## src/design/coh_pkg.sv

```systemverilog
package coh_pkg;

    localparam int msg_bits = 3;
    localparam int state_bits = 2;

    // forwards that the handler serves directly from the array.
    typedef enum logic [msg_bits-1:0] {
        fwd_inv_spdx  = 3'd0,
        fwd_req_o     = 3'd1,
        fwd_req_odata = 3'd2,
        fwd_req_v     = 3'd3,
        fwd_rvk_o     = 3'd4,
        fwd_wtfwd     = 3'd5
    } fwd_msg_t;

    typedef enum logic [msg_bits-1:0] {
        inv_ack   = 3'd0,
        rsp_o     = 3'd1,
        rsp_odata = 3'd2,
        rsp_v     = 3'd3,
        rsp_rvk_o = 3'd4,
        rsp_nack  = 3'd5
    } rsp_msg_t;

    typedef enum logic [state_bits-1:0] {
        spx_i = 2'd0, // invalid.
        spx_s = 2'd1, // shared.
        spx_r = 2'd2  // registered, the word is owned here.
    } word_state_t;

endpackage

```

## src/design/cache_cfg_pkg.sv

```systemverilog
package cache_cfg_pkg;

    localparam int l2_sets = 16;
    localparam int l2_ways = 2;
    localparam int words_per_line = 4;
    localparam int bits_per_word = 32;
    localparam int set_bits = 4;
    localparam int tag_bits = 8;
    localparam int addr_bits = 12; // line address, tag above set.
    localparam int req_id_bits = 4;

    typedef logic [addr_bits-1:0] line_addr_t;
    typedef logic [set_bits-1:0] l2_set_t;
    typedef logic [$clog2(l2_ways)-1:0] l2_way_t;
    typedef logic [tag_bits-1:0] l2_tag_t;
    typedef logic [words_per_line-1:0] word_mask_t;
    typedef logic [words_per_line-1:0][bits_per_word-1:0] line_t;
    typedef coh_pkg::word_state_t [words_per_line-1:0] line_states_t;
    typedef logic [req_id_bits-1:0] req_id_t;

    function automatic l2_set_t addr_set(input line_addr_t addr);
        return addr[set_bits-1:0];
    endfunction

    function automatic l2_tag_t addr_tag(input line_addr_t addr);
        return addr[addr_bits-1 -: tag_bits];
    endfunction

endpackage

```

## src/design/cache_port_if.sv

```systemverilog
interface cache_port_if;
    import cache_cfg_pkg::*;

    logic req;
    logic we;
    l2_set_t set;
    l2_way_t way;
    l2_tag_t wr_tag;
    line_states_t wr_states;
    line_t wr_line;
    logic gnt;
    l2_tag_t [l2_ways-1:0] rd_tags;       // all ways of the set, one cycle after set.
    line_states_t [l2_ways-1:0] rd_states;
    line_t [l2_ways-1:0] rd_lines;

    modport client (
        output req, we, set, way, wr_tag, wr_states, wr_line,
        input  gnt, rd_tags, rd_states, rd_lines
    );

    modport arbiter (
        input  req, we, set, way, wr_tag, wr_states, wr_line,
        output gnt, rd_tags, rd_states, rd_lines
    );

endinterface

```

## src/design/line_filler.sv

```systemverilog
module line_filler (
    input  logic clk,
    input  logic rst,
    input  logic fill_valid_i,
    output logic fill_ready_o,
    input  cache_cfg_pkg::line_addr_t fill_addr_i,
    input  cache_cfg_pkg::line_t fill_line_i,
    input  cache_cfg_pkg::line_states_t fill_states_i,
    cache_port_if.client mem
);
    import cache_cfg_pkg::*;

    logic busy_q;
    logic accept;
    line_addr_t addr_q;
    line_t line_q;
    line_states_t states_q;
    l2_way_t [l2_sets-1:0] victim_q;

    assign fill_ready_o = !busy_q && mem.gnt;
    assign accept = fill_valid_i && fill_ready_o;

    // the request stays up from the offer until the write.
    assign mem.req = busy_q || fill_valid_i;
    assign mem.we = busy_q;
    assign mem.set = addr_set(addr_q);
    assign mem.way = victim_q[addr_set(addr_q)];
    assign mem.wr_tag = addr_tag(addr_q);
    assign mem.wr_states = states_q;
    assign mem.wr_line = line_q;

    always_ff @(posedge clk or negedge rst) begin
        if (!rst) begin
            busy_q <= 1'b0;
            victim_q <= '0;
        end else if (busy_q) begin
            if (mem.gnt) begin
                busy_q <= 1'b0;
                victim_q[addr_set(addr_q)] <= victim_q[addr_set(addr_q)] + 1'b1;
            end
        end else if (accept) begin
            busy_q <= 1'b1;
        end
    end

    always_ff @(posedge clk) begin
        if (accept) begin
            addr_q <= fill_addr_i;
            line_q <= fill_line_i;
            states_q <= fill_states_i;
        end
    end

endmodule

```

## src/flat_wrapper.sv

```systemverilog
// flat-port wrapper written by rule: the top's interface ports become plain ports
module line_filler_flat import cache_cfg_pkg::*;
  (clk, rst, fill_valid_i, fill_ready_o, fill_addr_i, fill_line_i, fill_states_i, mem_req, mem_we, mem_set, mem_way, mem_wr_tag, mem_wr_states, mem_wr_line, mem_gnt, mem_rd_tags, mem_rd_states, mem_rd_lines);
  cache_port_if mem_i ();
  input  logic clk;
  input  logic rst;
  input  logic fill_valid_i;
  output logic fill_ready_o;
  input  cache_cfg_pkg::line_addr_t fill_addr_i;
  input  cache_cfg_pkg::line_t fill_line_i;
  input  cache_cfg_pkg::line_states_t fill_states_i;
  output wire logic [$bits(mem_i.req)-1:0] mem_req;
  output wire logic [$bits(mem_i.we)-1:0] mem_we;
  output wire logic [$bits(mem_i.set)-1:0] mem_set;
  output wire logic [$bits(mem_i.way)-1:0] mem_way;
  output wire logic [$bits(mem_i.wr_tag)-1:0] mem_wr_tag;
  output wire logic [$bits(mem_i.wr_states)-1:0] mem_wr_states;
  output wire logic [$bits(mem_i.wr_line)-1:0] mem_wr_line;
  input wire logic [$bits(mem_i.gnt)-1:0] mem_gnt;
  input wire logic [$bits(mem_i.rd_tags)-1:0] mem_rd_tags;
  input wire logic [$bits(mem_i.rd_states)-1:0] mem_rd_states;
  input wire logic [$bits(mem_i.rd_lines)-1:0] mem_rd_lines;
  assign mem_req = mem_i.req;
  assign mem_we = mem_i.we;
  assign mem_set = mem_i.set;
  assign mem_way = mem_i.way;
  assign mem_wr_tag = mem_i.wr_tag;
  assign mem_wr_states = mem_i.wr_states;
  assign mem_wr_line = mem_i.wr_line;
  assign mem_i.gnt = mem_gnt;
  assign mem_i.rd_tags = mem_rd_tags;
  assign mem_i.rd_states = mem_rd_states;
  assign mem_i.rd_lines = mem_rd_lines;
  line_filler u_core (.clk(clk), .rst(rst), .fill_valid_i(fill_valid_i), .fill_ready_o(fill_ready_o), .fill_addr_i(fill_addr_i), .fill_line_i(fill_line_i), .fill_states_i(fill_states_i), .mem(mem_i));
endmodule
```

## config.mk

```make
export PLATFORM = sky130hd
export DESIGN_NAME = line_filler_flat
export DESIGN_NICKNAME = d
export VERILOG_FILES = /design/src/design/coh_pkg.sv /design/src/design/cache_cfg_pkg.sv /design/src/design/cache_port_if.sv /design/src/design/line_filler.sv /design/src/flat_wrapper.sv
export SDC_FILE = /design/constraint.sdc
export NUM_CORES = 1
export LEC_CHECK = 0
export BUFFER_PORTS_ARGS = -buffer_cell sky130_fd_sc_hd__buf_2
export CAP_MARGIN = 20
export CORE_AREA = 5 5 224 226
export DETAILED_ROUTE_END_ITERATION = 8
export DIE_AREA = 0 0 229 231
export PLACE_DENSITY = 0.33
export SYNTH_ARGS = -nofsm -noshare
export SYNTH_HDL_FRONTEND = slang
export SYNTH_SLANG_ARGS = --single-unit
```

## constraint.sdc

```tcl
create_clock -name clk -period 17.59 [get_ports clk]
set_input_delay 2.6385 -clock clk [delete_from_list [all_inputs] [get_ports clk]]
set_output_delay 2.6385 -clock clk [all_outputs]
set_load 0.01 [all_outputs]
```

-- Yosys cells after proc, flatten, opt, wreduce, memory -nomap -nowiden
Cells that the tools add are included.
Widths: inputs -> output; s select.
- register bits after elaboration: 165
- bits in latches: 0
- bits in writable memories: 0
- memory bits (read-only): 0
- input port bits: 440
- output and inout bits: 152
- word-level logic and storage cells: 43
- memories: 0
- add/subtract/negate cells: 1
- multipliers: 0
- div/mod/pow operators: 0
- magnitude comparators: 2
- equal/unequal tests: 0
- shift-type cells: 0
- multiplexer cells: 8
- bitwise logic cells: 0
- reductions and logical operators: 6
- operators with widths (kind ; number):
    $bwmux 16 ; 1
    $lt 4x5->1 const B ; 1
    $mux 1 ; 5
    $bmux 1 s4 ; 1
    $demux 1 s4 ; 1
    $ge 4x1->1 const B ; 1
    $logic_and 1x1->1 ; 3
    $reduce_and 2->1 ; 1
    $add 1x1->1 const B ; 1
    $logic_not 1->1 ; 1
    $logic_or 1x1->1 ; 1

-- Depth between registers and ports, before layout
Gate-level depths: netlist of run 1.
- depth after elaboration: 5
- gate-level depth with buffers: 4
- depth with buffers taken out: 3

-- Least setup slack after synthesis of run 1
Ideal clock, no wire load.
- path type: input to register
- start point: input port fill_valid_i
- end point: register u_core.addr_q[0], enable pin
- setup time: 0.659 ns
- arrival: 8.879 ns
- data required time: 16.931 ns
- path slack: 8.051 ns
- stages on the path: 2
- path buffers: 0
- cells stage by stage: nand2_1 -> nor2_1
- cells in the longest elaborated chain, start to end: 1
- RTL lines (item ; RTL line ; text):
    from (decl) ; flat_wrapper.sv:7 ; input logic fill_valid_i;
    $logic_and 1x1->1 ; line_filler.sv:21 ; assign accept = fill_valid_i && fill_ready_o;
    named net u_core.accept ; line_filler.sv:14 ; logic accept;
    to (signal assigned) ; line_filler.sv:48 ; addr_q <= fill_addr_i;
    to (decl) ; line_filler.sv:15 ; line_addr_t addr_q;
The timed path passes the listed nets, and every way through them passes these cells.
A chain may end at the register's enable or synchronous reset.

-- Worst setup path in the final report of run 1
- start point: input port fill_valid_i
- end point: output port mem_req
- cells in the longest elaborated chain, start to end: 1
- RTL lines (item ; RTL line ; text):
    $logic_or 1x1->1 ; line_filler.sv:24 ; assign mem.req = busy_q || fill_valid_i;
    to (decl) ; flat_wrapper.sv:12 ; output wire logic [$bits(mem_i.req)-1:0] mem_req;
Every way passes these cells.

==> results.md, run 1 <==
- Post-layout minimum cycle time: 5.781 ns
- DR DRC count: 0
- Relative slew slack: 40.64%
- Share of the synthesized area in the top cell type: 82.84%
- Worst setup EP type: output pin
- Syn nets: approximately 670
- Hold slack: 0.5107 ns
- Commonest non-fill, non-tap cell in the layout: buf_2
- Worst Tran Pin Value: about 0.89 ns
- Seq/Total Area, Yosys: just over 90%
- Post-CTS setup buffer count: 0
- Fin Clk Skew: 0.01415 ns
- Fill count: 5,299
- Multi-input gate area: roughly 470 µm²
- First-pass GRT wire length: 28,070 µm
- CTS tree: done
- Max Clk Rate: 173.0 MHz
- WP data required: between 10 and 15 ns
- Clk slew on worst S/H paths: 0.06 ns
- Final Cycle Share: 32.87%
- CTS resizes: 0
- Setup TNS: 0 ns
- Max Root-Sink Buffers: 2
- Setup WS post-layout: around 12 ns
- Crit-path cells: buf_2, or2_2, buf_2
- Final Hold Viols: 0
- Unrepaired setup endpoints after global routing: false
- Comb pwr share: 8.0%
- Wirelength per Cell: 17.02 µm
- Yosys warning total: 0
- Status: complete, no violations
- Vias/cell: 2.918
- Worst vdd ir: a little over 0.06 mV
- Buffers on Ports: 303
- Synthesized cell area: roughly 0.0054 mm²
- Vias: 3,452
- Share of layout cells above drive strength 1: 62.57%
- Worst setup startpoint: fill_valid_i
- Synth area leader: edfxtp_1
- Sequential cell area: 0.004870 mm²
- Clock latency on the worst-skew pair: between 0.4 and 0.5 ns
- Setup violators final: 0
- Pwr/cell area: 112.5 mW/mm²
- CTS Hold Buffers Added: 0
- Gate Count Post-Synth: 228
- Layout area overhead: 54.03%
- CP arrival: 3.14 ns
- Reg2Reg Setup Slack: 15.63 ns
- Boundary Pins: 592
- Die Area: 0.05290 mm²
- Worst r2r path cells: 2
- Startpoint Class: input port
- Root buffer cell: clkbuf_16
- Global-route usage over all layers: 7.769%
- Clk pwr share: 41.8%
- Antenna Cells: 0
- Critical path buffers and inverters: 2
- Vias in the first global route: 3,878
- RR Endpoint: u_core.addr_q[0]
- Max FO, Critical Path: 2
- Starting DRC count in detailed routing: 104
- Grt ovf: 0
- Synthesized area per cell: 23.53 µm²
- NetSw: 228.8 µW
- CTS H-Tree Depth: 4
- Crit Path Class: input port to output pin
- Largest net degree at the start of global routing: 70
- Rows: roughly 80
- First-pass DRT Iterations: 4
- Commonest cells after routing, fill and taps aside: 303 x buf_2, 148 x edfxtp_1, 17 x clkbuf_16, 17 x dfrtp_1, 9 x mux2_2
- Die X: 229 µm
- Die Span Y: 231 µm
- Dpl hpwl: 15,610 µm
- Cts bufs inserted: 17
- HP Class: flop to flop
- Initial antenna violation count: 0
- CP endpoint: mem_req
- Final Wtd Congestion: 0.6792
- Synth area leaders: edfxtp_1 83%, dfrtp_1 7.9%, mux2_2 1.9%, mux4_2 1.3%, mux2i_1 0.93%
- Max incr delay on CP: 0.26 ns
- Max_cap viols: 0
- Max-slew violation count: 0
- Number of synthesized register bits: 165
- ANT nets after route: 0
- Crit path top cell by count: buf_2
- Cell family with the largest share of critical-path delay: simple AND/OR/NAND/NOR gates
- Final Total Pwr: around 930 µW
- Clock Sinks: 165
- Int Power: 701.0 µW
- Sequential share of power: 50.2%
- Worst path depth: 3
- Slowest CP cell: or2_2
- Core area: between 0.04 and 0.05 mm²
- Netlist cell types: 25
- Reg2Reg Launch Point: u_core.mem.we
- Leak: around 3.2 nW
- WL final: just over 20,000 µm
- Starting Density: 11.14%
- Nets: 988
- Switching portion of total power: 24.61%
- Post-Place Worst Slack: between 10 and 15 ns
[through the flow]
stage | instance area (µm²) | util, % | std cells
2_1_floorplan | 5365 | - | 228
3_3_place_gp | 7654 | 15.90 | 1150
3_5_place_dp | 7674 | 15.94 | 1151
4_1_cts | 8264 | 17.17 | 1183
5_1_grt | 8264 | 17.17 | 1183
6_report | 8264 | 17.17 | 1183
[per-layer routing]
layer  GRT usage [%]  up-vias  wire (µm)
met4           3.383        0        359
met1           8.573     1626       8127
met3           7.330       18       3692
met5               0        -          0
li1                -     1561          -
met2           10.08      247       7960
[power by group through the flow]
stage | logic (mW) | registers, mW | clock network (mW)
after global placement | 0.0764 | 0.475 | 0
after floorplan | 0.0257 | 0.482 | 0
after CTS | 0.0772 | 0.467 | 0.414
after detailed placement | 0.0773 | 0.475 | 0
final | 0.0748 | 0.467 | 0.388
after global routing | 0.0834 | 0.469 | 0.427
[area by class of cell]
class / count / area share (%)
clock inverters: 15 / 1.998
clock buffers: 17 / 5.148
repair buffers: 306 / 18.77
well taps: 622 / 9.417
flip-flops and latches: 165 / 58.93
multi-input cells: 58 / 5.738
[kinds of logic (layout without fill, tap and decap cells)]
| logic type | Yosys count | in the layout | share of synthesized area, % |
|---|---|---|---|
| flops | 165 | 165 | 90.76 |
| compound gates | 20 | 20 | 2.379 |
| buf+inv | 5 | 338 | 0.5364 |
| mux | 17 | 17 | 4.081 |
| simple gates | 21 | 21 | 2.239 |
[state kept, by name, summed over array words and instances (netlist names)]
| register | count |
|---|---|
| u_core.addr_q | 12 |
| u_core.mem.wr_line | 128 |
| u_core.mem.wr_states | 8 |
| u_core.mem.we | 1 |
| u_core.victim_q | 16 |
[worst min-delay path by stage]
stage	cells past startpoint	slack (ns)	to	startpoint
2_1_floorplan	2	0.47	u_core.victim_q[14]	u_core.victim_q[14]
3_3_place_gp	2	0.49	u_core.victim_q[6]	u_core.victim_q[6]
3_5_place_dp	1	0.50	u_core.victim_q[8]	u_core.victim_q[8]
4_1_cts	2	0.51	u_core.victim_q[6]	u_core.victim_q[6]
5_1_grt	1	0.52	u_core.victim_q[11]	u_core.victim_q[11]
6_report	2	0.51	u_core.victim_q[6]	u_core.victim_q[6]
[Yosys cell counts, drive strengths merged]
cell type	n
a31oi	3
mux2i	5
a22oi	1
nand2	2
mux2	9
buf	3
nor2b	3
a21oi	2
nand4	1
o21ai	6
edfxtp	148
or2	1
nand3	1
clkbuf	2
nand4b	2
dfrtp	17
nor3	3
mux4	3
o211ai	1
a41oi	1
and4bb	1
nor2	5
nand2b	2
o31ai	6
[worst register-to-register path, stage by stage (launching register included)]
cell and delay [ns]:
dfrtp_1 0.50, nor2_4 0.30, buf_4 0.74
No activity file was read; power rests on OpenSTA's default activity.
==> inputs of run 2 (changes only) <==
--- a/config.mk
+++ b/config.mk
@@ -7,9 +7,9 @@
 export LEC_CHECK = 0
 export BUFFER_PORTS_ARGS = -buffer_cell sky130_fd_sc_hd__buf_2
 export CAP_MARGIN = 20
-export CORE_AREA = 5 5 224 226
+export CORE_AREA = 5 5 227 229
 export DETAILED_ROUTE_END_ITERATION = 8
-export DIE_AREA = 0 0 229 231
+export DIE_AREA = 0 0 232 234
 export PLACE_DENSITY = 0.33
 export SYNTH_ARGS = -nofsm -noshare
 export SYNTH_HDL_FRONTEND = slang
==> constraint.sdc (replaced) <==
create_clock -name clk -period 6 [get_ports clk]
set_input_delay 0.9 -clock clk [delete_from_list [all_inputs] [get_ports clk]]
set_output_delay 0.9 -clock clk [all_outputs]
set_load 0.01 [all_outputs]
==> results.md, run 2 (same netlist as run 1, synthesis figures left out) <==
- Clock latency on the worst-skew pair: 0.47 ns
- Setup WS post-layout: 2.775 ns
- Max_cap viols: 0
- Worst setup EP type: output pin
- Clock Sinks: 165
- Setup TNS: 0 ns
- Status: complete, no violations
- Fin Clk Skew: approximately 0.011 ns
- Final Wtd Congestion: 0.6759
- Multi-input gate area: about 470 µm²
- Die Span Y: 234 µm
- Rows: 82
- Initial antenna violation count: 7
- DR DRC count: 0
- Pwr/cell area: 325.1 mW/mm²
- Layout area overhead: 54.71%
- Max incr delay on CP: 0.72 ns
- Share of layout cells above drive strength 1: 61.90%
- Buffers on Ports: 303
- Wirelength per Cell: 17.43 µm
- Root buffer cell: clkbuf_16
- Dpl hpwl: 16,890 µm
- Die X: ~230 µm
- Vias/cell: 2.795
- Commonest non-fill, non-tap cell in the layout: buf_2
- Starting Density: between 10% and 20%
- Largest net degree at the start of global routing: 124
- Die Area: 0.05429 mm²
- Post-CTS setup buffer count: 0
- Post-layout minimum cycle time: 3.225 ns
- Clk pwr share: approximately 41%
- CP arrival: about 2.3 ns
- Nets: 986
- Final Hold Viols: 0
- ANT nets after route: 0
- WL final: 21,470 µm
- Sequential share of power: 50.7%
- Fill count: 5,520
- Max reg flops: 128
- Worst Tran Pin Value: just over 0.8 ns
- Leak: 3.213 nW
- Starting DRC count in detailed routing: 156
- HP Class: input port to asynchronous set/reset pin
- Core area: approximately 0.049 mm²
- Global-route usage over all layers: 7.977%
- Commonest cells after routing, fill and taps aside: 303 x buf_2, 148 x edfxtp_1, 17 x clkbuf_16, 17 x dfrtp_1, 9 x mux2_2
- Final Cycle Share: 53.74%
- First-pass GRT wire length: 28,720 µm
- Setup violators final: 0
- Grt ovf: 0
- Worst r2r path cells: 2
- Post-route core utilization: 16.78%
- Sequential cell area: 0.004870 mm²
- Boundary Pins: 592
- Comb pwr share: between 8 and 9%
- Max Clk Rate: 310.1 MHz
- Max-slew violation count: 0
- CTS tree: done
- Crit-path cells: mux4_2, a22oi_1, o211ai_1, buf_2
- Relative slew slack: 45.64%
- Startpoint Class: flop
- Vias: 3,443
- Clk slew on worst S/H paths: 0.07 ns
- CTS H-Tree Depth: 4
- NetSw: 652.4 µW
- Worst vdd ir: 0.1981 mV
- Unrepaired setup endpoints after global routing: false
- Max FO, Critical Path: 12
- Crit Path Class: flop to output pin
- Switching portion of total power: around a quarter
- Cts bufs inserted: 17
- Slowest CP cell: edfxtp_1
- WP data required: 5.10 ns
- CTS resizes: 0
- Post-Place Worst Slack: a little over 3 ns
- Max Root-Sink Buffers: 2
- Int Power: 2.046 mW
- First-pass DRT Iterations: 4
- Vias in the first global route: 3,757
- CTS Hold Buffers Added: 0
[run 2: metrics by stage]
stage	total power, mW	instances	instance area [µm²]	hold WS [ns]
final	2.698	1232	8300	0.3520
after global routing	2.848	1231	8298	0.3374
after CTS	2.785	1231	8298	0.2967
after detailed placement	1.622	1199	7721	0.4948
after global placement	1.621	1199	7721	0.4875
after floorplan	1.484	228	5368	0.4716
[run 2: path summary, 6_finish.rpt]
path                               startpoint            endpoint  slack, ns
min in group clk           u_core.victim_q[8]  u_core.victim_q[8]       0.51
max reg2reg                     u_core.mem.we    u_core.addr_q[7]       3.67
max in group asynchronous                 rst  u_core.victim_q[2]       5.34
min reg2reg                u_core.victim_q[8]  u_core.victim_q[8]       0.51
max                          u_core.addr_q[0]             mem_way       2.78
min                                       rst  u_core.victim_q[7]       0.35
[run 2: cell type report]
type	count	share of cell area, %
clock buffers	17	5.125
flip-flops and latches	165	58.67
diodes	1	0.03015
well taps	672	10.13
clock inverters	15	1.824
multi-input cells	58	5.713
repair buffers	304	18.51
[run 2: critical path: cells and delay by family (launching register included)]
kind            cells  cell delay (ns)
mux                 1             0.65
flops               1             0.72
buf+inv             1             0.17
compound gates      2             0.31
[run 2: routing by layer]
metal	GRT usage [%]	vias to the layer above	routed length [µm]	share of wire, %
li1	-	1563	-	-
met1	9.169	1639	8722	41
met2	11.28	203	9380	44
met3	5.788	30	2925	14
met4	3.379	8	391	1.8
met5	0	-	54	0.25
[run 2: power groups by stage]
stage	Combinational (mW)	Clock (mW)	Sequential, mW
finish	0.218	1.11	1.37
global route	0.244	1.23	1.38
CTS	0.227	1.19	1.37
detailed placement	0.228	0	1.39
global placement	0.227	0	1.39
floorplan	0.0756	0	1.41
