[config.mk]
export PLATFORM = sky130hd
export DESIGN_NAME = fwd_engine_flat
export DESIGN_NICKNAME = d
export VERILOG_FILES = /design/src/design/coh_pkg.sv /design/src/design/cache_cfg_pkg.sv /design/src/design/cache_port_if.sv /design/src/design/fwd_engine.sv /design/src/flat_wrapper.sv
export SDC_FILE = /design/constraint.sdc
export NUM_CORES = 1
export LEC_CHECK = 0
export BUFFER_PORTS_ARGS = -buffer_cell sky130_fd_sc_hd__buf_2
export CAP_MARGIN = 20
export CORE_AREA = 4 4 297 299
export CTS_BUF_LIST = sky130_fd_sc_hd__clkbuf_2
export CTS_CLUSTER_DIAMETER = 200
export DETAILED_ROUTE_END_ITERATION = 10
export DIE_AREA = 0 0 301 303
export PLACE_DENSITY = 0.38
export SLEW_MARGIN = 10
export SYNTH_ARGS = -nofsm -noshare
export SYNTH_HDL_FRONTEND = slang
export SYNTH_SLANG_ARGS = --single-unit
export TNS_END_PERCENT = 20
[constraint.sdc]
create_clock -name clk -period 14.2 [get_ports clk]
set_input_delay 0 -clock clk [delete_from_list [all_inputs] [get_ports clk]]
set_output_delay 0 -clock clk [all_outputs]
set_load 0.02 [all_outputs]
[src/design/coh_pkg.sv]
package coh_pkg;

    localparam int msg_bits = 3;
    localparam int state_bits = 2;

    // forwards that the handler serves directly from the array.
    typedef enum logic [msg_bits-1:0] {
        fwd_inv_spdx  = 3'd0,
        fwd_req_o     = 3'd1,
        fwd_req_odata = 3'd2,
        fwd_req_v     = 3'd3,
        fwd_rvk_o     = 3'd4,
        fwd_wtfwd     = 3'd5
    } fwd_msg_t;

    typedef enum logic [msg_bits-1:0] {
        inv_ack   = 3'd0,
        rsp_o     = 3'd1,
        rsp_odata = 3'd2,
        rsp_v     = 3'd3,
        rsp_rvk_o = 3'd4,
        rsp_nack  = 3'd5
    } rsp_msg_t;

    typedef enum logic [state_bits-1:0] {
        spx_i = 2'd0, // invalid.
        spx_s = 2'd1, // shared.
        spx_r = 2'd2  // registered, the word is owned here.
    } word_state_t;

endpackage

[src/design/cache_cfg_pkg.sv]
package cache_cfg_pkg;

    localparam int l2_sets = 16;
    localparam int l2_ways = 2;
    localparam int words_per_line = 4;
    localparam int bits_per_word = 32;
    localparam int set_bits = 4;
    localparam int tag_bits = 8;
    localparam int addr_bits = 12; // line address, tag above set.
    localparam int req_id_bits = 4;

    typedef logic [addr_bits-1:0] line_addr_t;
    typedef logic [set_bits-1:0] l2_set_t;
    typedef logic [$clog2(l2_ways)-1:0] l2_way_t;
    typedef logic [tag_bits-1:0] l2_tag_t;
    typedef logic [words_per_line-1:0] word_mask_t;
    typedef logic [words_per_line-1:0][bits_per_word-1:0] line_t;
    typedef coh_pkg::word_state_t [words_per_line-1:0] line_states_t;
    typedef logic [req_id_bits-1:0] req_id_t;

    function automatic l2_set_t addr_set(input line_addr_t addr);
        return addr[set_bits-1:0];
    endfunction

    function automatic l2_tag_t addr_tag(input line_addr_t addr);
        return addr[addr_bits-1 -: tag_bits];
    endfunction

endpackage

[src/design/cache_port_if.sv]
interface cache_port_if;
    import cache_cfg_pkg::*;

    logic req;
    logic we;
    l2_set_t set;
    l2_way_t way;
    l2_tag_t wr_tag;
    line_states_t wr_states;
    line_t wr_line;
    logic gnt;
    l2_tag_t [l2_ways-1:0] rd_tags;       // all ways of the set, one cycle after set.
    line_states_t [l2_ways-1:0] rd_states;
    line_t [l2_ways-1:0] rd_lines;

    modport client (
        output req, we, set, way, wr_tag, wr_states, wr_line,
        input  gnt, rd_tags, rd_states, rd_lines
    );

    modport arbiter (
        input  req, we, set, way, wr_tag, wr_states, wr_line,
        output gnt, rd_tags, rd_states, rd_lines
    );

endinterface

[src/design/fwd_engine.sv]
module fwd_engine (
    input  logic clk,
    input  logic rst,
    input  logic array_ready_i,
    input  logic fwd_valid_i,
    output logic fwd_ready_o,
    input  coh_pkg::fwd_msg_t fwd_msg_i,
    input  cache_cfg_pkg::line_addr_t fwd_addr_i,
    input  cache_cfg_pkg::req_id_t fwd_req_id_i,
    input  cache_cfg_pkg::word_mask_t fwd_mask_i,
    input  cache_cfg_pkg::line_t fwd_line_i,
    output logic rsp_valid_o,
    input  logic rsp_ready_i,
    output coh_pkg::rsp_msg_t rsp_msg_o,
    output cache_cfg_pkg::req_id_t rsp_req_id_o,
    output logic rsp_to_req_o,
    output cache_cfg_pkg::line_addr_t rsp_addr_o,
    output cache_cfg_pkg::line_t rsp_line_o,
    output cache_cfg_pkg::word_mask_t rsp_mask_o,
    output logic inval_valid_o,
    output cache_cfg_pkg::line_addr_t inval_addr_o,
    cache_port_if.client mem
);
    import coh_pkg::*;
    import cache_cfg_pkg::*;

    typedef enum logic [2:0] {st_idle, st_lookup, st_update, st_ack, st_nack} fsm_t;

    fsm_t state_q;
    fwd_msg_t msg_q;
    line_addr_t addr_q;
    req_id_t id_q;
    word_mask_t mask_q;
    line_t line_q;
    word_mask_t nack_mask_q;
    logic rsp_valid_q;
    logic inval_q;
    rsp_msg_t rsp_msg_q;
    req_id_t rsp_id_q;
    logic rsp_to_req_q;
    line_t rsp_line_q;
    word_mask_t rsp_mask_q;
    logic hit;
    l2_way_t hit_way;
    line_states_t cur_st;
    line_states_t new_st;
    line_t cur_ln;
    line_t new_ln;
    word_mask_t r_mask;
    word_mask_t ack_c;
    word_mask_t nack_c;
    rsp_msg_t ack_msg_c;
    req_id_t ack_id_c;
    logic ack_to_req_c;
    line_t ack_line_c;
    logic inval_c;
    logic accept;
    logic rsp_taken;
    logic use_ack;
    logic load_rsp;

    // lowest way with a matching tag and a live word.
    always_comb begin
        hit = 1'b0;
        hit_way = '0;
        for (int w = l2_ways - 1; w >= 0; w--) begin
            if (mem.rd_tags[w] == addr_tag(addr_q)) begin
                for (int i = 0; i < words_per_line; i++) begin
                    if (mem.rd_states[w][i] != spx_i) begin
                        hit = 1'b1;
                        hit_way = l2_way_t'(w);
                    end
                end
            end
        end
    end

    always_comb begin
        cur_st = mem.rd_states[hit_way];
        cur_ln = mem.rd_lines[hit_way];
        new_st = cur_st;
        new_ln = cur_ln;
        for (int i = 0; i < words_per_line; i++) begin
            r_mask[i] = hit && mask_q[i] && cur_st[i] == spx_r;
        end
        ack_c = r_mask;
        nack_c = '0;
        ack_msg_c = rsp_o;
        ack_id_c = id_q;
        ack_to_req_c = 1'b1;
        ack_line_c = '0;
        inval_c = 1'b1;
        if (msg_q inside {fwd_req_o, fwd_req_odata, fwd_rvk_o}) begin
            for (int i = 0; i < words_per_line; i++) begin
                if (r_mask[i]) new_st[i] = spx_i; // ownership leaves with the response.
            end
        end
        case (msg_q)
            fwd_inv_spdx: begin
                for (int i = 0; i < words_per_line; i++) begin
                    if (hit && mask_q[i] && cur_st[i] == spx_s) new_st[i] = spx_i;
                end
                ack_c = '1;
                ack_msg_c = inv_ack;
                ack_id_c = '0;
                ack_to_req_c = 1'b0;
            end
            fwd_req_o: begin
            end
            fwd_req_odata: begin
                ack_msg_c = rsp_odata;
                ack_line_c = cur_ln;
            end
            fwd_rvk_o: begin
                ack_msg_c = rsp_rvk_o;
                ack_to_req_c = 1'b0;
                ack_line_c = cur_ln;
            end
            fwd_req_v: begin
                ack_msg_c = rsp_v;
                ack_line_c = cur_ln;
                nack_c = mask_q & ~r_mask;
                inval_c = 1'b0;
            end
            default: begin
                for (int i = 0; i < words_per_line; i++) begin
                    if (r_mask[i]) new_ln[i] = line_q[i]; // write-through data lands here.
                end
                nack_c = mask_q & ~r_mask;
                inval_c = 1'b0;
            end
        endcase
    end

    assign accept = fwd_valid_i && fwd_ready_o;
    assign rsp_taken = rsp_valid_q && rsp_ready_i;
    assign use_ack = state_q == st_update && ack_c != '0;
    assign load_rsp = state_q == st_update ||
                      (state_q == st_ack && rsp_taken && nack_mask_q != '0);

    always_ff @(posedge clk or negedge rst) begin
        if (!rst) begin
            state_q <= st_idle;
            rsp_valid_q <= 1'b0;
            inval_q <= 1'b0;
        end else begin
            inval_q <= state_q == st_update && inval_c;
            case (state_q)
                st_idle: if (accept) state_q <= st_lookup;
                st_lookup: if (mem.gnt) state_q <= st_update;
                st_update: begin
                    rsp_valid_q <= ack_c != '0 || nack_c != '0;
                    state_q <= ack_c != '0 ? st_ack : st_nack;
                end
                st_ack: begin
                    if (rsp_taken && nack_mask_q != '0) begin
                        state_q <= st_nack;
                    end else if (rsp_taken) begin
                        rsp_valid_q <= 1'b0;
                        state_q <= st_idle;
                    end
                end
                default: begin
                    if (rsp_taken || !rsp_valid_q) begin
                        rsp_valid_q <= 1'b0;
                        state_q <= st_idle;
                    end
                end
            endcase
        end
    end

    always_ff @(posedge clk) begin
        if (accept) begin
            msg_q <= fwd_msg_i;
            addr_q <= fwd_addr_i;
            id_q <= fwd_req_id_i;
            mask_q <= fwd_mask_i;
            line_q <= fwd_line_i;
        end
        if (state_q == st_update) nack_mask_q <= nack_c;
        if (load_rsp) begin
            rsp_msg_q <= use_ack ? ack_msg_c : rsp_nack;
            rsp_id_q <= use_ack ? ack_id_c : id_q;
            rsp_to_req_q <= use_ack ? ack_to_req_c : 1'b1;
            rsp_line_q <= use_ack ? ack_line_c : '0;
            rsp_mask_q <= use_ack ? ack_c : (state_q == st_update ? nack_c : nack_mask_q);
        end
    end

    assign mem.req = state_q == st_lookup || state_q == st_update;
    assign mem.we = state_q == st_update && hit;
    assign mem.set = addr_set(addr_q);
    assign mem.way = hit_way;
    assign mem.wr_tag = addr_tag(addr_q);
    assign mem.wr_states = new_st;
    assign mem.wr_line = new_ln;

    assign fwd_ready_o = state_q == st_idle && array_ready_i;
    assign rsp_valid_o = rsp_valid_q;
    assign rsp_msg_o = rsp_msg_q;
    assign rsp_req_id_o = rsp_id_q;
    assign rsp_to_req_o = rsp_to_req_q;
    assign rsp_addr_o = addr_q;
    assign rsp_line_o = rsp_line_q;
    assign rsp_mask_o = rsp_mask_q;
    assign inval_valid_o = inval_q;
    assign inval_addr_o = addr_q;

    a_rsp_stable: assert property (@(posedge clk) disable iff (!rst)
        rsp_valid_o && !rsp_ready_i |=> rsp_valid_o &&
        $stable({rsp_msg_o, rsp_req_id_o, rsp_to_req_o, rsp_addr_o, rsp_line_o, rsp_mask_o}));

endmodule

[src/flat_wrapper.sv]
// flat-port wrapper written by rule: the top's interface ports become plain ports
module fwd_engine_flat import coh_pkg::*; import cache_cfg_pkg::*;
  (clk, rst, array_ready_i, fwd_valid_i, fwd_ready_o, fwd_msg_i, fwd_addr_i, fwd_req_id_i, fwd_mask_i, fwd_line_i, rsp_valid_o, rsp_ready_i, rsp_msg_o, rsp_req_id_o, rsp_to_req_o, rsp_addr_o, rsp_line_o, rsp_mask_o, inval_valid_o, inval_addr_o, mem_req, mem_we, mem_set, mem_way, mem_wr_tag, mem_wr_states, mem_wr_line, mem_gnt, mem_rd_tags, mem_rd_states, mem_rd_lines);
  cache_port_if mem_i ();
  input  logic clk;
  input  logic rst;
  input  logic array_ready_i;
  input  logic fwd_valid_i;
  output logic fwd_ready_o;
  input  coh_pkg::fwd_msg_t fwd_msg_i;
  input  cache_cfg_pkg::line_addr_t fwd_addr_i;
  input  cache_cfg_pkg::req_id_t fwd_req_id_i;
  input  cache_cfg_pkg::word_mask_t fwd_mask_i;
  input  cache_cfg_pkg::line_t fwd_line_i;
  output logic rsp_valid_o;
  input  logic rsp_ready_i;
  output coh_pkg::rsp_msg_t rsp_msg_o;
  output cache_cfg_pkg::req_id_t rsp_req_id_o;
  output logic rsp_to_req_o;
  output cache_cfg_pkg::line_addr_t rsp_addr_o;
  output cache_cfg_pkg::line_t rsp_line_o;
  output cache_cfg_pkg::word_mask_t rsp_mask_o;
  output logic inval_valid_o;
  output cache_cfg_pkg::line_addr_t inval_addr_o;
  output wire logic [$bits(mem_i.req)-1:0] mem_req;
  output wire logic [$bits(mem_i.we)-1:0] mem_we;
  output wire logic [$bits(mem_i.set)-1:0] mem_set;
  output wire logic [$bits(mem_i.way)-1:0] mem_way;
  output wire logic [$bits(mem_i.wr_tag)-1:0] mem_wr_tag;
  output wire logic [$bits(mem_i.wr_states)-1:0] mem_wr_states;
  output wire logic [$bits(mem_i.wr_line)-1:0] mem_wr_line;
  input wire logic [$bits(mem_i.gnt)-1:0] mem_gnt;
  input wire logic [$bits(mem_i.rd_tags)-1:0] mem_rd_tags;
  input wire logic [$bits(mem_i.rd_states)-1:0] mem_rd_states;
  input wire logic [$bits(mem_i.rd_lines)-1:0] mem_rd_lines;
  assign mem_req = mem_i.req;
  assign mem_we = mem_i.we;
  assign mem_set = mem_i.set;
  assign mem_way = mem_i.way;
  assign mem_wr_tag = mem_i.wr_tag;
  assign mem_wr_states = mem_i.wr_states;
  assign mem_wr_line = mem_i.wr_line;
  assign mem_i.gnt = mem_gnt;
  assign mem_i.rd_tags = mem_rd_tags;
  assign mem_i.rd_states = mem_rd_states;
  assign mem_i.rd_lines = mem_rd_lines;
  fwd_engine u_core (.clk(clk), .rst(rst), .array_ready_i(array_ready_i), .fwd_valid_i(fwd_valid_i), .fwd_ready_o(fwd_ready_o), .fwd_msg_i(fwd_msg_i), .fwd_addr_i(fwd_addr_i), .fwd_req_id_i(fwd_req_id_i), .fwd_mask_i(fwd_mask_i), .fwd_line_i(fwd_line_i), .rsp_valid_o(rsp_valid_o), .rsp_ready_i(rsp_ready_i), .rsp_msg_o(rsp_msg_o), .rsp_req_id_o(rsp_req_id_o), .rsp_to_req_o(rsp_to_req_o), .rsp_addr_o(rsp_addr_o), .rsp_line_o(rsp_line_o), .rsp_mask_o(rsp_mask_o), .inval_valid_o(inval_valid_o), .inval_addr_o(inval_addr_o), .mem(mem_i));
endmodule
==> results.cfg, run 1 <==
[outcome]
status = did not finish
stop_stage = 4_1_cts
toolErrorMsg = [ERROR RSZ-0060] Max buffer count reached.

[logic_synthesis]
yosysUniqueCellTypes = 45
syn-num-nets = 1526
synthArstFlopShare = 0.0167
synth.avg_cell_area_um2 = 12.5
synthCells = 1081
yosysSeqAreaShare = 0.663
syn_area_mm2 = 0.0135
ys_warn_count = 0
synth-edff-count = 291
ys_ff_latch = 300
dominantRegCellSynth = edfxtp_1

[clock_tree]
root_buffer = clkbuf_2
htree_levels = 3
clock_path_buffers = 3
cts_buffers = 93
post_cts_buffers = 0
cts-resized-gates = 0
clock_sinks = 300
holdBufCountCts = 616

[placement]
portBuffers = 762
detailed_place_hpwl_um = 47700
place_congestion = 0.993

[die]
rows = 107
start_util = 0.158
io_pins = 763
die_w_um = 301
die_y_um = 303
[cells in the mapped netlist, types with 2 or more instances]
| library cell | n | area share |
|---|---|---|
| edfxtp_1 | 291 | 0.65 |
| mux2i_4 | 2 | 0.0033 |
| clkbuf_1 | 35 | 0.0097 |
| dfxtp_1 | 4 | 0.0059 |
| dfrtp_1 | 5 | 0.0093 |
| nand4_1 | 10 | 0.0046 |
| nand3b_1 | 2 | 0.0011 |
| nor2_1 | 274 | 0.076 |
| o311ai_0 | 8 | 0.0052 |
| a21oi_1 | 136 | 0.050 |
| xor2_1 | 8 | 0.0052 |
| nor4_2 | 2 | 0.0019 |
| mux2i_1 | 133 | 0.099 |
| o31ai_1 | 2 | 0.0011 |
| o21ai_0 | 7 | 0.0026 |
| inv_1 | 7 | 0.0019 |
| nor2b_1 | 4 | 0.0019 |
| nand3_1 | 10 | 0.0037 |
| nor4_1 | 4 | 0.0019 |
| buf_2 | 12 | 0.0045 |
| a31oi_1 | 7 | 0.0032 |
| xnor2_1 | 10 | 0.0065 |
| nor3_1 | 3 | 0.0011 |
| buf_4 | 36 | 0.020 |
| buf_6 | 3 | 0.0025 |
| nand2b_1 | 6 | 0.0028 |
| and2_1 | 6 | 0.0028 |
| or4_1 | 3 | 0.0017 |
| and3_1 | 2 | 0.00093 |
| o31a_1 | 3 | 0.0019 |
| nand2_1 | 32 | 0.0089 |
[cells by family after synthesis]
| logic type | synth area share |
|---|---|
| and+or+nand+nor | 0.111 |
| DFF | 0.663 |
| AOI/OAI and AO/OA | 0.0724 |
| muxes | 0.103 |
| buffers and inverters | 0.0387 |
| xor gates and xnor gates | 0.0117 |
[metrics by stage]
stage               hold WS (ns)   util  setup WS (ns)  instance area (µm²)  instances
detailed placement        -0.158  0.216           9.62                18400       2914
global placement          -0.160  0.216           9.68                18400       2914
floorplan                 -0.296      -           6.05                13500       1081
==> inputs of run 2 (changes only) <==
--- a/config.mk
+++ b/config.mk
@@ -7,12 +7,10 @@
 export LEC_CHECK = 0
 export BUFFER_PORTS_ARGS = -buffer_cell sky130_fd_sc_hd__buf_2
 export CAP_MARGIN = 20
-export CORE_AREA = 4 4 297 299
-export CTS_BUF_LIST = sky130_fd_sc_hd__clkbuf_2
-export CTS_CLUSTER_DIAMETER = 200
+export CORE_AREA = 4 4 298 300
 export DETAILED_ROUTE_END_ITERATION = 10
-export DIE_AREA = 0 0 301 303
-export PLACE_DENSITY = 0.38
+export DIE_AREA = 0 0 302 304
+export PLACE_DENSITY_LB_ADDON = 0.15
 export SLEW_MARGIN = 10
 export SYNTH_ARGS = -nofsm -noshare
 export SYNTH_HDL_FRONTEND = slang
==> results.cfg, run 2 <==
[setup_path]
cp_max_fo = 46
cp.required_ns = 14.20
crit_slowest_cell = buf_4
critical_path_arrival_ns = 4.73
max_stage_delay_ns = 0.78
crit_top_cell = buf_4
crit_path_start_kind = flop
cp-end-kind = output pin
path_cells = xnor2_1, nand4_1, or3_1, nand2b_4, buf_4, buf_4, mux2i_1, a21oi_1, buf_2
crit_type = flop to output pin
cpLargestDelayFamily = buffers and inverters
path_buf_inv = 3
reg2reg_slack_ns = 9.53

[die]
io_pins = 763
coreArea_mm2 = 0.0862
die_area_mm2 = 0.0918
die_w_um = 302
start_util = 0.156
die_y_um = 304
rows = 108

[cells_and_area]
nets = 2665
final_cell_mix = buf_2, dlygate4sd3_1, edfxtp_1, nor2_1, a21oi_1
final_core_util = 0.274
syn_to_final_growth_pct = 75.4
final_common_cell = buf_2
drive_above_1_share = 0.373

[sta]
relSlewSlack = 0.360
worst_pin_slew_ns = 0.960
hold_viol = 1
rsz0062_at_grt = false
hold_slack_ns = -0.0184
final.period_utilization = 0.333
max_freq_ghz = 0.211
finalSetupViolCount = 0
post-route-min-period_ns = 4.73
skew_ns = 0.00907
setup_tns_ns = 0
slew_viol_final = 0

[logic_synthesis]
ys_ff_latch = 300
dominantRegCellSynth = edfxtp_1
ys_top_cells_by_count = edfxtp_1, nor2_1, a21oi_1, mux2i_1, buf_4
synthCells = 1081
yosysMostFrequentCell = edfxtp_1
yosysSeqAreaShare = 0.663
synthTopCellsByArea = edfxtp_1, mux2i_1, nor2_1
synthArstFlopShare = 0.0167
synth-edff-count = 291
ys_warn_count = 0
syn_area_mm2 = 0.0135
synth_area_leader_cell = edfxtp_1
synth.avg_cell_area_um2 = 12.5
yosys.area.top_type_share = 0.648
syn-num-nets = 1526
yosysUniqueCellTypes = 45

[power]
p_clk_frac = 0.307
power.internal_mw = 2.02
ir_drop_uv = 69.2
p_switching_mw = 1.01
p_per_area_mw_per_mm2 = 128
seqPwrFrac = 0.423
p_leak_nw = 10.5
sw_frac_of_total = 0.334
combinationalPowerShare = 0.270

[outcome]
status = complete, but fails checks
violations = hold timing

[clock_tree]
cts-resized-gates = 0
clock_path_buffers = 3
cts_tree = built
htree_levels = 2
clk_latency_ns = 0.55
root_buffer = clkbuf_16
clk_pin_slew_worst_paths_ns = 0.05
post_cts_buffers = 0
clock_sinks = 300
holdBufCountCts = 407
cts_buffers = 41

[placement]
portBuffers = 762
place_congestion = 0.856
detailed_place_hpwl_um = 47500

[job]
max_cap_viol_count = 0

[routing]
drt_iter0_drc = 666
dr.pass1.iters = 5
routed_wl_um = 64100
ant_nets = 0
drc = 0
drt-wirelength-per-cell_um = 18.8
vias = 13064
vias_per_cell = 3.84

[global_route]
overflow = 0
grt_max_degree = 65
grt_pass1_wl_um = 92600
grt_usage = 0.133
grt_antenna_before_repair = 6
grt_pass1_vias = 14081

[hold_path]
hold_class = input pin to flop
## run 2: cell counts after synthesis
No cell type changed its count.
## run 2: per-layer routing
layer / wire length, µm / vias up / global-route usage / part of all wire
met2: 33000 / 452 / 0.244 / 0.52
met3: 4260 / 73 / 0.0290 / 0.066
met4: 1340 / 2 / 0.0327 / 0.021
li1: - / 6206 / - / -
met5: 13 / - / 0 / 0.00020
met1: 25400 / 6331 / 0.155 / 0.40
## run 2: worst register-to-register path, stage by stage, from the launching register on
cell and delay (ns):
edfxtp_1 0.47, xnor2_1 0.26, nand4_1 0.12, or3_1 0.65, nand2b_4 0.35, buf_4 0.60
buf_4 0.84, mux2i_1 0.45, dlygate4sd3_1 0.61, nor2_1 0.05
## run 2: cells by family after synthesis
family | share of synthesized area
xor+xnor | 0.0117
compound gates | 0.0724
simple gates | 0.111
flops | 0.663
mux | 0.103
buf+inv | 0.0387
## run 2: power by group through the flow
stage	Clock, mW	Sequential [mW]	Combinational [mW]
global route	1.01	1.30	0.874
global placement	0	1.30	0.746
CTS	0.975	1.29	0.837
finish	0.929	1.28	0.819
floorplan	0	1.49	0.228
detailed placement	0	1.30	0.741
## run 2: worst paths after layout
path                                         from               endpoint  cells past startpoint
setup reg to reg           u_core.inval_addr_o[4]  u_core.rsp_line_o[92]                      9
setup / recovery           u_core.inval_addr_o[4]        mem_wr_line[68]                      9
min in group asynchronous                     rst     u_core.rsp_valid_o                      3
hold reg to reg             u_core.nack_mask_q[3]  u_core.nack_mask_q[3]                      2
max in group asynchronous                     rst      u_core.state_q[0]                      3
hold / removal                   mem_rd_lines[31]  u_core.rsp_line_o[31]                      3
## run 2: through the flow
| stage | std cells | worst slack (ns) | hold WS [ns] | area, µm² | power [mW] |
|---|---|---|---|---|---|
| CTS | 3402 | 9.50 | 0.00410 | 23600 | 3.10 |
| detailed placement | 2925 | 10.09 | -0.154 | 18400 | 2.04 |
| finish | 3405 | 9.47 | -0.0184 | 23600 | 3.03 |
| global placement | 2925 | 10.17 | -0.156 | 18400 | 2.05 |
| global route | 3404 | 9.25 | 0.0411 | 23600 | 3.18 |
| floorplan | 1081 | 6.05 | -0.296 | 13500 | 1.72 |
## run 2: final cells by class
class | count | area, µm²
clock buffer | 52 | 1070
tap | 1155 | 1450
clock inverter | 18 | 88.8
sequential | 300 | 8940
inverter | 7 | 26.3
timing repair buffer | 1182 | 7990
multi-input combinational | 688 | 4080
antenna | 3 | 7.51
fill | 9244 | 62600
Power figures use the tool's default switching activity.
